--- src/hw/bus_pkg.sv ---
// ====================
// host bus widths and the request address view
// shared by the RTL and the testbench
// ====================

package bus_pkg;

        // one bus word, also the address width
        localparam int unsigned data_w = 32;

        // byte-lane write enables
        localparam int unsigned be_w = 4;
        localparam int unsigned lane_w = data_w / be_w;

        // address halves
        localparam int unsigned region_w = data_w / 2;
        localparam int unsigned offset_w = data_w - region_w;

        // an address is either a raw word or a region/offset pair
        typedef union packed {
                logic [data_w-1:0] raw;
                struct packed {
                        logic [region_w-1:0] region;
                        logic [offset_w-1:0] offset;
                } f;
        } bus_addr_u;

endpackage

--- src/hw/map_pkg.sv ---
// ====================
// address map of the register-bank peripherals
// ====================

package map_pkg;

        // number of register-bank peripherals
        localparam int unsigned num_slots = 4;

        // words per bank
        localparam int unsigned slot_words = 16;
        localparam int unsigned idx_w = $clog2(slot_words);

        // word index sits above the byte address bits
        // higher offset bits are ignored, so the bank aliases
        localparam int unsigned idx_lsb = 2;

        // slot i owns region_base + i * region_stride
        localparam logic [15:0] region_base = 16'h9200;
        localparam logic [15:0] region_stride = 16'h0100;

        // answer for a region that no slot owns
        localparam logic [31:0] unmapped_data = 32'hdeadbeef;

endpackage

--- src/hw/addr_mapper.sv ---
// ====================
// host request latch and region decoder
// strobes one slot, or the miss path, for one cycle
// ====================

`timescale 1ns/1ps

module addr_mapper (
        input  logic                          clk,
        input  logic                          rst,
        input  logic [bus_pkg::data_w-1:0]    a,
        input  logic [bus_pkg::data_w-1:0]    d,
        input  logic [bus_pkg::be_w-1:0]      web,
        input  logic                          rd,
        output logic                          ready,
        output logic                          start,
        output logic [map_pkg::num_slots-1:0] slot_stb,
        output logic                          miss_stb,
        output logic [bus_pkg::be_w-1:0]      slot_we_be,
        output logic [map_pkg::idx_w-1:0]     slot_idx,
        output logic [bus_pkg::data_w-1:0]    slot_wdata,
        input  logic                          done
);
        import bus_pkg::*;
        import map_pkg::*;

        logic                 busy;
        logic                 req;
        logic                 issue;
        bus_addr_u            a_r;
        logic [data_w-1:0]    d_r;
        logic [be_w-1:0]      web_r;
        logic                 rd_r;
        logic [num_slots-1:0] slot_hit;

        // any lane enable or a read strobe is a request
        assign req = (|web) | rd;
        assign ready = ~busy & ~req;
        assign start = ~busy & req;

        always_ff @(posedge clk) begin
                if (rst) begin
                        busy <= 1'b0;
                        web_r <= '0;
                        rd_r <= 1'b0;
                end else if (!busy) begin
                        if (req) begin
                                busy <= 1'b1;
                                web_r <= web;
                                // a write wins over a read
                                rd_r <= rd & ~(|web);
                        end
                end else begin
                        // enables live for the strobe cycle only
                        web_r <= '0;
                        rd_r <= 1'b0;
                        if (done) begin
                                busy <= 1'b0;
                        end
                end
        end

        // request payload
        always_ff @(posedge clk) begin
                if (start) begin
                        a_r.raw <= a;
                        d_r <= d;
                end
        end

        // first busy cycle
        assign issue = busy & ((|web_r) | rd_r);

        // region compare against every slot
        always_comb begin
                slot_hit = '0;
                for (int i = 0; i < num_slots; i++) begin
                        slot_hit[i] = (a_r.f.region == 16'(region_base + i * region_stride));
                end
        end

        assign slot_stb = issue ? slot_hit : '0;
        assign miss_stb = issue & ~(|slot_hit);

        assign slot_we_be = web_r;
        assign slot_idx = a_r.f.offset[idx_lsb +: idx_w];
        assign slot_wdata = d_r;

        a_stb_onehot: assert property (@(posedge clk) disable iff (rst)
                $onehot0({slot_stb, miss_stb}))
                else $error("more than one strobe target");

        // a strobe only follows the edge that accepted a request
        a_stb_busy: assert property (@(posedge clk) disable iff (rst)
                ((|slot_stb) || miss_stb) |-> $past(start))
                else $error("strobe without an accepted request");

        // a strobe is never repeated within one transfer
        a_stb_single: assert property (@(posedge clk) disable iff (rst)
                ((|slot_stb) || miss_stb) |=> !((|slot_stb) || miss_stb))
                else $error("strobe held for two cycles");

endmodule

--- src/hw/lowmap_top.sv ---
// ====================
// peripheral decoder top with its register-bank slots
// ====================

`timescale 1ns/1ps

module lowmap_top (
        input  logic                       clk,
        input  logic                       rst,
        input  logic [bus_pkg::data_w-1:0] a,
        input  logic [bus_pkg::data_w-1:0] d,
        input  logic [bus_pkg::be_w-1:0]   web,
        input  logic                       rd,
        output logic [bus_pkg::data_w-1:0] spo,
        output logic                       ready
);
        import bus_pkg::*;
        import map_pkg::*;

        logic                                start;
        logic                                done;
        logic                                miss_stb;
        logic [num_slots-1:0]                slot_stb;
        logic [be_w-1:0]                     slot_we_be;
        logic [idx_w-1:0]                    slot_idx;
        logic [data_w-1:0]                   slot_wdata;
        logic [num_slots-1:0]                slot_ack;
        logic [num_slots-1:0][data_w-1:0]    slot_rdata;

        addr_mapper u_mapper (
                .clk        (clk),
                .rst        (rst),
                .a          (a),
                .d          (d),
                .web        (web),
                .rd         (rd),
                .ready      (ready),
                .start      (start),
                .slot_stb   (slot_stb),
                .miss_stb   (miss_stb),
                .slot_we_be (slot_we_be),
                .slot_idx   (slot_idx),
                .slot_wdata (slot_wdata),
                .done       (done)
        );

        // one bank per mapped region
        for (genvar i = 0; i < num_slots; i++) begin : g_slot
                reg_bank_slot u_slot (
                        .clk   (clk),
                        .rst   (rst),
                        .stb   (slot_stb[i]),
                        .we_be (slot_we_be),
                        .idx   (slot_idx),
                        .wdata (slot_wdata),
                        .ack   (slot_ack[i]),
                        .rdata (slot_rdata[i])
                );
        end

        resp_collect u_collect (
                .clk        (clk),
                .rst        (rst),
                .start      (start),
                .miss_stb   (miss_stb),
                .slot_ack   (slot_ack),
                .slot_rdata (slot_rdata),
                .spo        (spo),
                .done       (done)
        );

endmodule

--- src/hw/reg_bank_slot.sv ---
// ====================
// word-addressed register bank with byte-lane writes
// ====================

`timescale 1ns/1ps

module reg_bank_slot (
        input  logic                       clk,
        input  logic                       rst,
        input  logic                       stb,
        input  logic [bus_pkg::be_w-1:0]   we_be,
        input  logic [map_pkg::idx_w-1:0]  idx,
        input  logic [bus_pkg::data_w-1:0] wdata,
        output logic                       ack,
        output logic [bus_pkg::data_w-1:0] rdata
);
        import bus_pkg::*;
        import map_pkg::*;

        logic [data_w-1:0] mem [slot_words];
        logic              is_write;

        assign is_write = |we_be;

        // bank contents and acknowledge
        always_ff @(posedge clk) begin
                if (rst) begin
                        ack <= 1'b0;
                        for (int w = 0; w < slot_words; w++) begin
                                mem[w] <= '0;
                        end
                end else begin
                        ack <= stb;
                        if (stb && is_write) begin
                                // merge only the enabled lanes
                                for (int b = 0; b < be_w; b++) begin
                                        if (we_be[b]) begin
                                                mem[idx][b*lane_w +: lane_w] <=
                                                        wdata[b*lane_w +: lane_w];
                                        end
                                end
                        end
                end
        end

        // read word, zero for a write
        always_ff @(posedge clk) begin
                if (stb) begin
                        if (is_write) begin
                                rdata <= '0;
                        end else begin
                                rdata <= mem[idx];
                        end
                end
        end

        a_ack_pulse: assert property (@(posedge clk) disable iff (rst)
                ack |=> !ack)
                else $error("ack held for two cycles");

endmodule

--- src/hw/resp_collect.sv ---
// ====================
// gathers the answer of the strobed slot or the miss path
// registers it for the host and ends the transfer
// ====================

`timescale 1ns/1ps

module resp_collect (
        input  logic                                                clk,
        input  logic                                                rst,
        input  logic                                                start,
        input  logic                                                miss_stb,
        input  logic [map_pkg::num_slots-1:0]                       slot_ack,
        input  logic [map_pkg::num_slots-1:0][bus_pkg::data_w-1:0] slot_rdata,
        output logic [bus_pkg::data_w-1:0]                          spo,
        output logic                                                done
);
        import bus_pkg::*;
        import map_pkg::*;

        logic              miss_ack;
        logic              any_ack;
        logic [data_w-1:0] ack_data;

        // the miss path answers with the same latency as a slot
        always_ff @(posedge clk) begin
                if (rst) begin
                        miss_ack <= 1'b0;
                end else begin
                        miss_ack <= miss_stb;
                end
        end

        assign any_ack = (|slot_ack) | miss_ack;

        // fixed pattern unless a slot answers
        always_comb begin
                ack_data = unmapped_data;
                for (int i = 0; i < num_slots; i++) begin
                        if (slot_ack[i]) begin
                                ack_data = slot_rdata[i];
                        end
                end
        end

        always_ff @(posedge clk) begin
                if (rst) begin
                        spo <= '0;
                        done <= 1'b0;
                end else begin
                        done <= any_ack;
                        if (start) begin
                                spo <= '0;
                        end else if (any_ack) begin
                                spo <= ack_data;
                        end
                end
        end

        a_ack_onehot: assert property (@(posedge clk) disable iff (rst)
                $onehot0({slot_ack, miss_ack}))
                else $error("more than one acknowledge");

        // acceptance, strobe, acknowledge, done
        a_done_latency: assert property (@(posedge clk) disable iff (rst)
                start |-> ##3 done)
                else $error("transfer did not finish in 3 cycles");

endmodule

--- config.mk ---
export PLATFORM = sky130hd
export DESIGN_NAME = lowmap_top
export DESIGN_NICKNAME = d
export VERILOG_FILES = /design/src/hw/bus_pkg.sv /design/src/hw/map_pkg.sv /design/src/hw/addr_mapper.sv /design/src/hw/lowmap_top.sv /design/src/hw/reg_bank_slot.sv /design/src/hw/resp_collect.sv
export SDC_FILE = /design/constraint.sdc
export NUM_CORES = 2
export LEC_CHECK = 0
export BUFFER_PORTS_ARGS = -buffer_cell sky130_fd_sc_hd__buf_2
export CAP_MARGIN = 20
export CORE_MARGIN = 2
export CORE_UTILIZATION = 43
export DETAILED_ROUTE_END_ITERATION = 10
export SYNTH_ARGS = -nofsm -noshare
export SYNTH_HDL_FRONTEND = slang
export SYNTH_SLANG_ARGS = --single-unit
--- constraint.sdc ---
create_clock -name clk -period 5.9 [get_ports clk]
set_clock_uncertainty 0.15 [all_clocks]
set_input_delay 0.295 -clock clk [delete_from_list [all_inputs] [get_ports clk]]
set_output_delay 0.295 -clock clk [all_outputs]
set_load 0.1 [all_outputs]
* Yosys cells after proc, flatten, opt, wreduce, memory -nomap -nowiden
Memories as Yosys holds them, arrays and structs flattened. A register that Yosys moved wholly into a read port is not among the register bits. Cells that the tools add are included.
Word-level totals: register bits after elaboration 108, output and inout bits 33, memories 4, input bits 71, bits in read-only memories 0, RAM bits 2048, latch bits 0
Operators by class: eq/ne operators 4, divide/modulo/power cells 0, reduce and logical (&&, ||, !) cells 14, mux-type cells 74, bitwise logic cells 12, $add $sub $neg 0, magnitude comparators 0, $mul 0, shift-type cells 0
Memories:
- g_slot[0].u_slot.mem | depth 16, width 32, read ports 1, clocked after Yosys merged registers in 1, write ports 16, line reg_bank_slot.sv:20 | logic [data_w-1:0] mem [slot_words];
- g_slot[1].u_slot.mem | depth 16, width 32, read ports 1, clocked after Yosys merged registers in 1, write ports 16, line reg_bank_slot.sv:20
- g_slot[2].u_slot.mem | depth 16, width 32, read ports 1, clocked after Yosys merged registers in 1, write ports 16, line reg_bank_slot.sv:20
- g_slot[3].u_slot.mem | depth 16, width 32, read ports 1, clocked after Yosys merged registers in 1, write ports 16, line reg_bank_slot.sv:20
Operators by type and width (number):
- $mux W32 | 8
- $reduce_or A32 Y1 | 4
- $eq A16 B16 Y1 const B | 4
- $mux W1 | 57
- $mux W4 | 9
- $reduce_or A4 Y1 | 4
- $and A1 B1 Y1 | 5
- $logic_and A1 B1 Y1 | 4
- $not A1 Y1 | 4
- $reduce_or A2 Y1 | 2
- $or A1 B1 Y1 | 3

* Logic depth before layout (Yosys ltp)
depth in word-level cells 10, gate-level depth with buffers 9

* By module
Synthesis repeated with hierarchy kept, for this count alone.
Second synthesis, totals: cell total of the unflattened synthesis 6791, area, all modules 103737.0 um^2
By module, submodules not included:
- reg_bank_slot (g_slot[1].u_slot ...) | times used 3, cells each 1605, area each 24865.1 um^2
- reg_bank_slot (g_slot[0].u_slot) | times used 1, cells each 1605, area each 24858.8 um^2
- resp_collect | times used 1, cells each 275, area each 2326.0 um^2
- addr_mapper | times used 1, cells each 96, area each 1956.9 um^2

* Least setup slack after synthesis
Ideal clock, no wire load.
path type register to register, from reg u_mapper.a_r[29] (netlist name), to reg g_slot[0].u_slot.rdata[0] (netlist name), read port of g_slot[0].u_slot.mem, enable pin, setup time 0.425 ns, arrival time 2.894 ns, stages on the path, launching flop included 5, path buffers 0, data required time 5.325 ns, clock period less this slack 3.469 ns, slack 2.431 ns, path through edfxtp_1 > or3b_2 > nor4_4 > o211ai_1 > nor2b_1
Between the ends: cells in the longest elaborated chain, start to end 2
RTL lines:
- start: declaration | line addr_mapper.sv:30 | bus_addr_u a_r;
- $eq A16 B16 Y1 | line addr_mapper.sv:78 | slot_hit[i] = (a_r.f.region == 16'(region_base + i * region_stride));
- $mux W4 | line addr_mapper.sv:82 | assign slot_stb = issue ? slot_hit : '0;
- via g_slot[0].u_slot.stb | line reg_bank_slot.sv:10 | input logic stb,
- end: declaration | line reg_bank_slot.sv:15 | output logic [bus_pkg::data_w-1:0] rdata
The timed path passes the listed nets, and every way through them passes these cells. A chain may end at the register's enable or synchronous reset.

==> flow_summary.json <==
{
  "status": "finished, final reports clean",
  "post-synth-top-count-cell": "edfxtp_1",
  "synth_top_area_cell": "edfxtp_1",
  "cts_num_sinks": 2272,
  "ys_ff_latch": 2272,
  "whs_endpoint": "u_mapper.a_r[3]$_DFFE_PP_",
  "fp.dieH_microns": 482,
  "drc": 0,
  "dp_hpwl_microns": 215000,
  "cp-end-kind": "flop",
  "cp_cell_sequence": "nand2b_1, nor2_4, buf_4, nand2_1, o21ai_0, buf_4",
  "cp_num_buf_inv": 2,
  "hold_violations": 0,
  "critPathTopFamily": "simple AND/OR/NAND/NOR gates",
  "fmax_mhz": 226,
  "insertion_delay_ns": 0.89,
  "synth.area.top_cells": "edfxtp_1 68%, mux4_2 8.8%, nor2_1 7.9%",
  "syn_to_final_growth_pct": 13.6,
  "nNetsFinal": 7500,
  "yosysUniqueCellTypes": 38,
  "cts_buffers": 231,
  "rows": 175,
  "worstPathArrival_ns": 4.81,
  "tightestPinTransition_ns": 1.25,
  "gp_congestion": 0.924,
  "tritoncts": "done",
  "cp-startpoint": "u_mapper.a_r[3]$_DFFE_PP_",
  "initial_core_util_pct": 43.3,
  "cpMaxStageDelayCell": "nor2_4",
  "setup_viol": 0,
  "hp-class": "in -> reg",
  "slew_headroom_pct": 16.4,
  "synth_ff_type": "edfxtp_1",
  "syn_nets": 7387,
  "cts_resized": 0,
  "fp.dieW_microns": 482,
  "cp_common_cell": "buf_4",
  "coreArea_sq_um": 227000,
  "period_minus_slack_ns": 4.43,
  "grt_pass1_vias": 62400,
  "pin_count": 104,
  "drive_gt1_share_pct": 15.5,
  "syn_area_sq_um": 98400,
  "grt_max_degree": 201,
  "ctsHtreeMaxLevel": 4,
  "drt_pre_antenna_iters": 8,
  "start_kind": "flop",
  "grt_remaining_overflow": 0,
  "ys_warn_count": 0,
  "irDropWorstVdd_uv": 293,
  "synth_edf_count": 2228,
  "root_buffer": "clkbuf_16",
  "p_per_area_nw_per_um2": 321,
  "yosysSeqAreaShare_pct": 68.9,
  "maxCapViolations": 0,
  "hold_buffers": 113,
  "rr_endpoint": "g_slot[0].u_slot.mem[9][0]$_SDFFCE_PN0P_",
  "reg2reg_from": "u_mapper.a_r[3]$_DFFE_PP_",
  "ys_async_sr_fraction_pct": 0,
  "antenna_found_initial": 11,
  "syn_avg_cell_area_sq_um": 13.5,
  "path_class": "reg -> reg",
  "clkTransAtPathRegs_ns": 0.06,
  "die-area_sq_um": 233000,
  "slew_viol_final": 0,
  "routed_via_density": 6.03,
  "grt_pass1_wl_microns": 461000,
  "track_usage_pct": 28.2,
  "synth_top_area_share_pct": 68.0,
  "fin_ws_ns": 1.47,
  "nFillCells": 19600,
  "fin_setup_tns_ns": 0,
  "slowest_delay_ns": 0.81,
  "cts_setup_buffers": 0,
  "clockBufferDepth": 3,
  "hold_depth": 2,
  "critPathMaxFanout": 19,
  "leakagePower_nw": 36.2,
  "rrSetupSlack_ns": 1.47,
  "routed_wl_microns": 331000,
  "synthCells": 7316,
  "wl_per_cell_microns": 31.0,
  "synth_common_cells": "2,228 x edfxtp_1, 2,077 x nor2_1, 736 x nand2_1",
  "r2r_cells": 6,
  "post-place-ws_ns": 1.72,
  "min_from": "a[3]",
  "rsz0062_at_grt": "false",
  "antenna_left": 0,
  "vias": 64200,
  "critPathRequiredTime_ns": 6.29,
  "portBuffers": 91,
  "fin_crit_sh_pct": 75.0,
  "drt_iter0_drc": 9863
}
worst max path at each step:
stage,endpoint,slack (ns),depth (start not counted)
floorplan,g_slot[0].u_slot.rdata[0]$_SDFFCE_PN0N_,2.43,4
global placement,g_slot[0].u_slot.mem[9][5]$_SDFFCE_PN0P_,1.75,6
detailed placement,g_slot[0].u_slot.mem[4][29]$_SDFFCE_PN0P_,1.72,4
CTS,g_slot[0].u_slot.mem[9][0]$_SDFFCE_PN0P_,1.66,6
global route,g_slot[1].u_slot.rdata[28]$_SDFFCE_PN0N_,1.55,6
finish,g_slot[0].u_slot.mem[9][0]$_SDFFCE_PN0P_,1.47,6
state kept, by name (all words and copies together), names as in the netlist, 4 cells and up:
signal               count
g_slot.u_slot.ack        4
g_slot.u_slot.mem     2048
u_mapper.slot_wdata     32
u_mapper.a_r            20
g_slot.u_slot.rdata    128
u_mapper.slot_we_be      4
u_collect.spo           32
cells by family (layout without fill, tap and decap cells):
logic type / Yosys count / count (layout) / share of synthesized area (%)
compound gates: 745 / 745 / 4.88
buf+inv: 659 / 965 / 2.90
flops: 2272 / 2272 / 68.9
mux: 640 / 640 / 11.4
other cells: 0 / 15 / 0
simple gates: 3000 / 3000 / 12.0
report_power, final:
part | switching, W | leakage (nW) | total (W) | internal, W
Combinational | 0.00169 | 9.32 | 0.00251 | 0.000817
Sequential | 0.000161 | 23.1 | 0.0184 | 0.0182
Clock | 0.00641 | 3.77 | 0.0151 | 0.00865
Total | 0.00826 | 36.2 | 0.0359 | 0.0277
placed cells by master (no fill, tap or decap), types with 23 or more instances in the layout:
master and count:
o31ai_1 24, dlygate4sd3_1 113, nor2b_1 28, o211ai_1 128
a21oi_1 60, nor2_1 2061, nand2b_1 30, buf_4 287
bufinv_16 30, nor3b_1 24, buf_2 91, clkbuf_1 34
buf_12 30, nand2_1 731, clkbuf_16 232, edfxtp_1 2228
clkinv_2 44, o21ai_0 52, o21ai_1 206, and2_1 23
dfxtp_1 40, mux2i_1 254, clkinv_1 52, mux4_2 384
nand3_1 24, a22oi_1 255
through the flow:
stage               power, W  utilization [%]  instance area [sq um]  instances  hold WS, ns
floorplan             0.0200                -                  98400       7316        0.244
global placement      0.0210             45.2                 103000      10100        0.291
detailed placement    0.0211             45.2                 103000      10100        0.296
CTS                   0.0360             49.1                 112000      10600      0.00240
global route          0.0367             49.1                 112000      10600      0.00817
finish                0.0359             49.1                 112000      10600       0.0432
layout make-up:
cell class	count	area, sq um	share of cell area [%]
Clock buffer	278	6100	5.45
Timing Repair Buffer	526	4400	3.94
Antenna cell	15	37.5	0.0336
Sequential cell	2272	67800	60.6
Clock inverter	148	1600	1.43
Tap cell	3009	3760	3.37
Multi-Input combinational cell	4385	28100	25.1
Inverter	13	53.8	0.0481
routing by layer:
| metal | vias to the layer above | track usage [%] | wire length, microns |
|---|---|---|---|
| li1 | 26900 | - | - |
| met1 | 32400 | 37.4 | 121000 |
| met4 | 14 | 12.9 | 16900 |
| met2 | 4128 | 44.2 | 154000 |
| met5 | - | 0 | 96 |
| met3 | 716 | 6.44 | 38200 |
(Power assumes the default switching activity.)
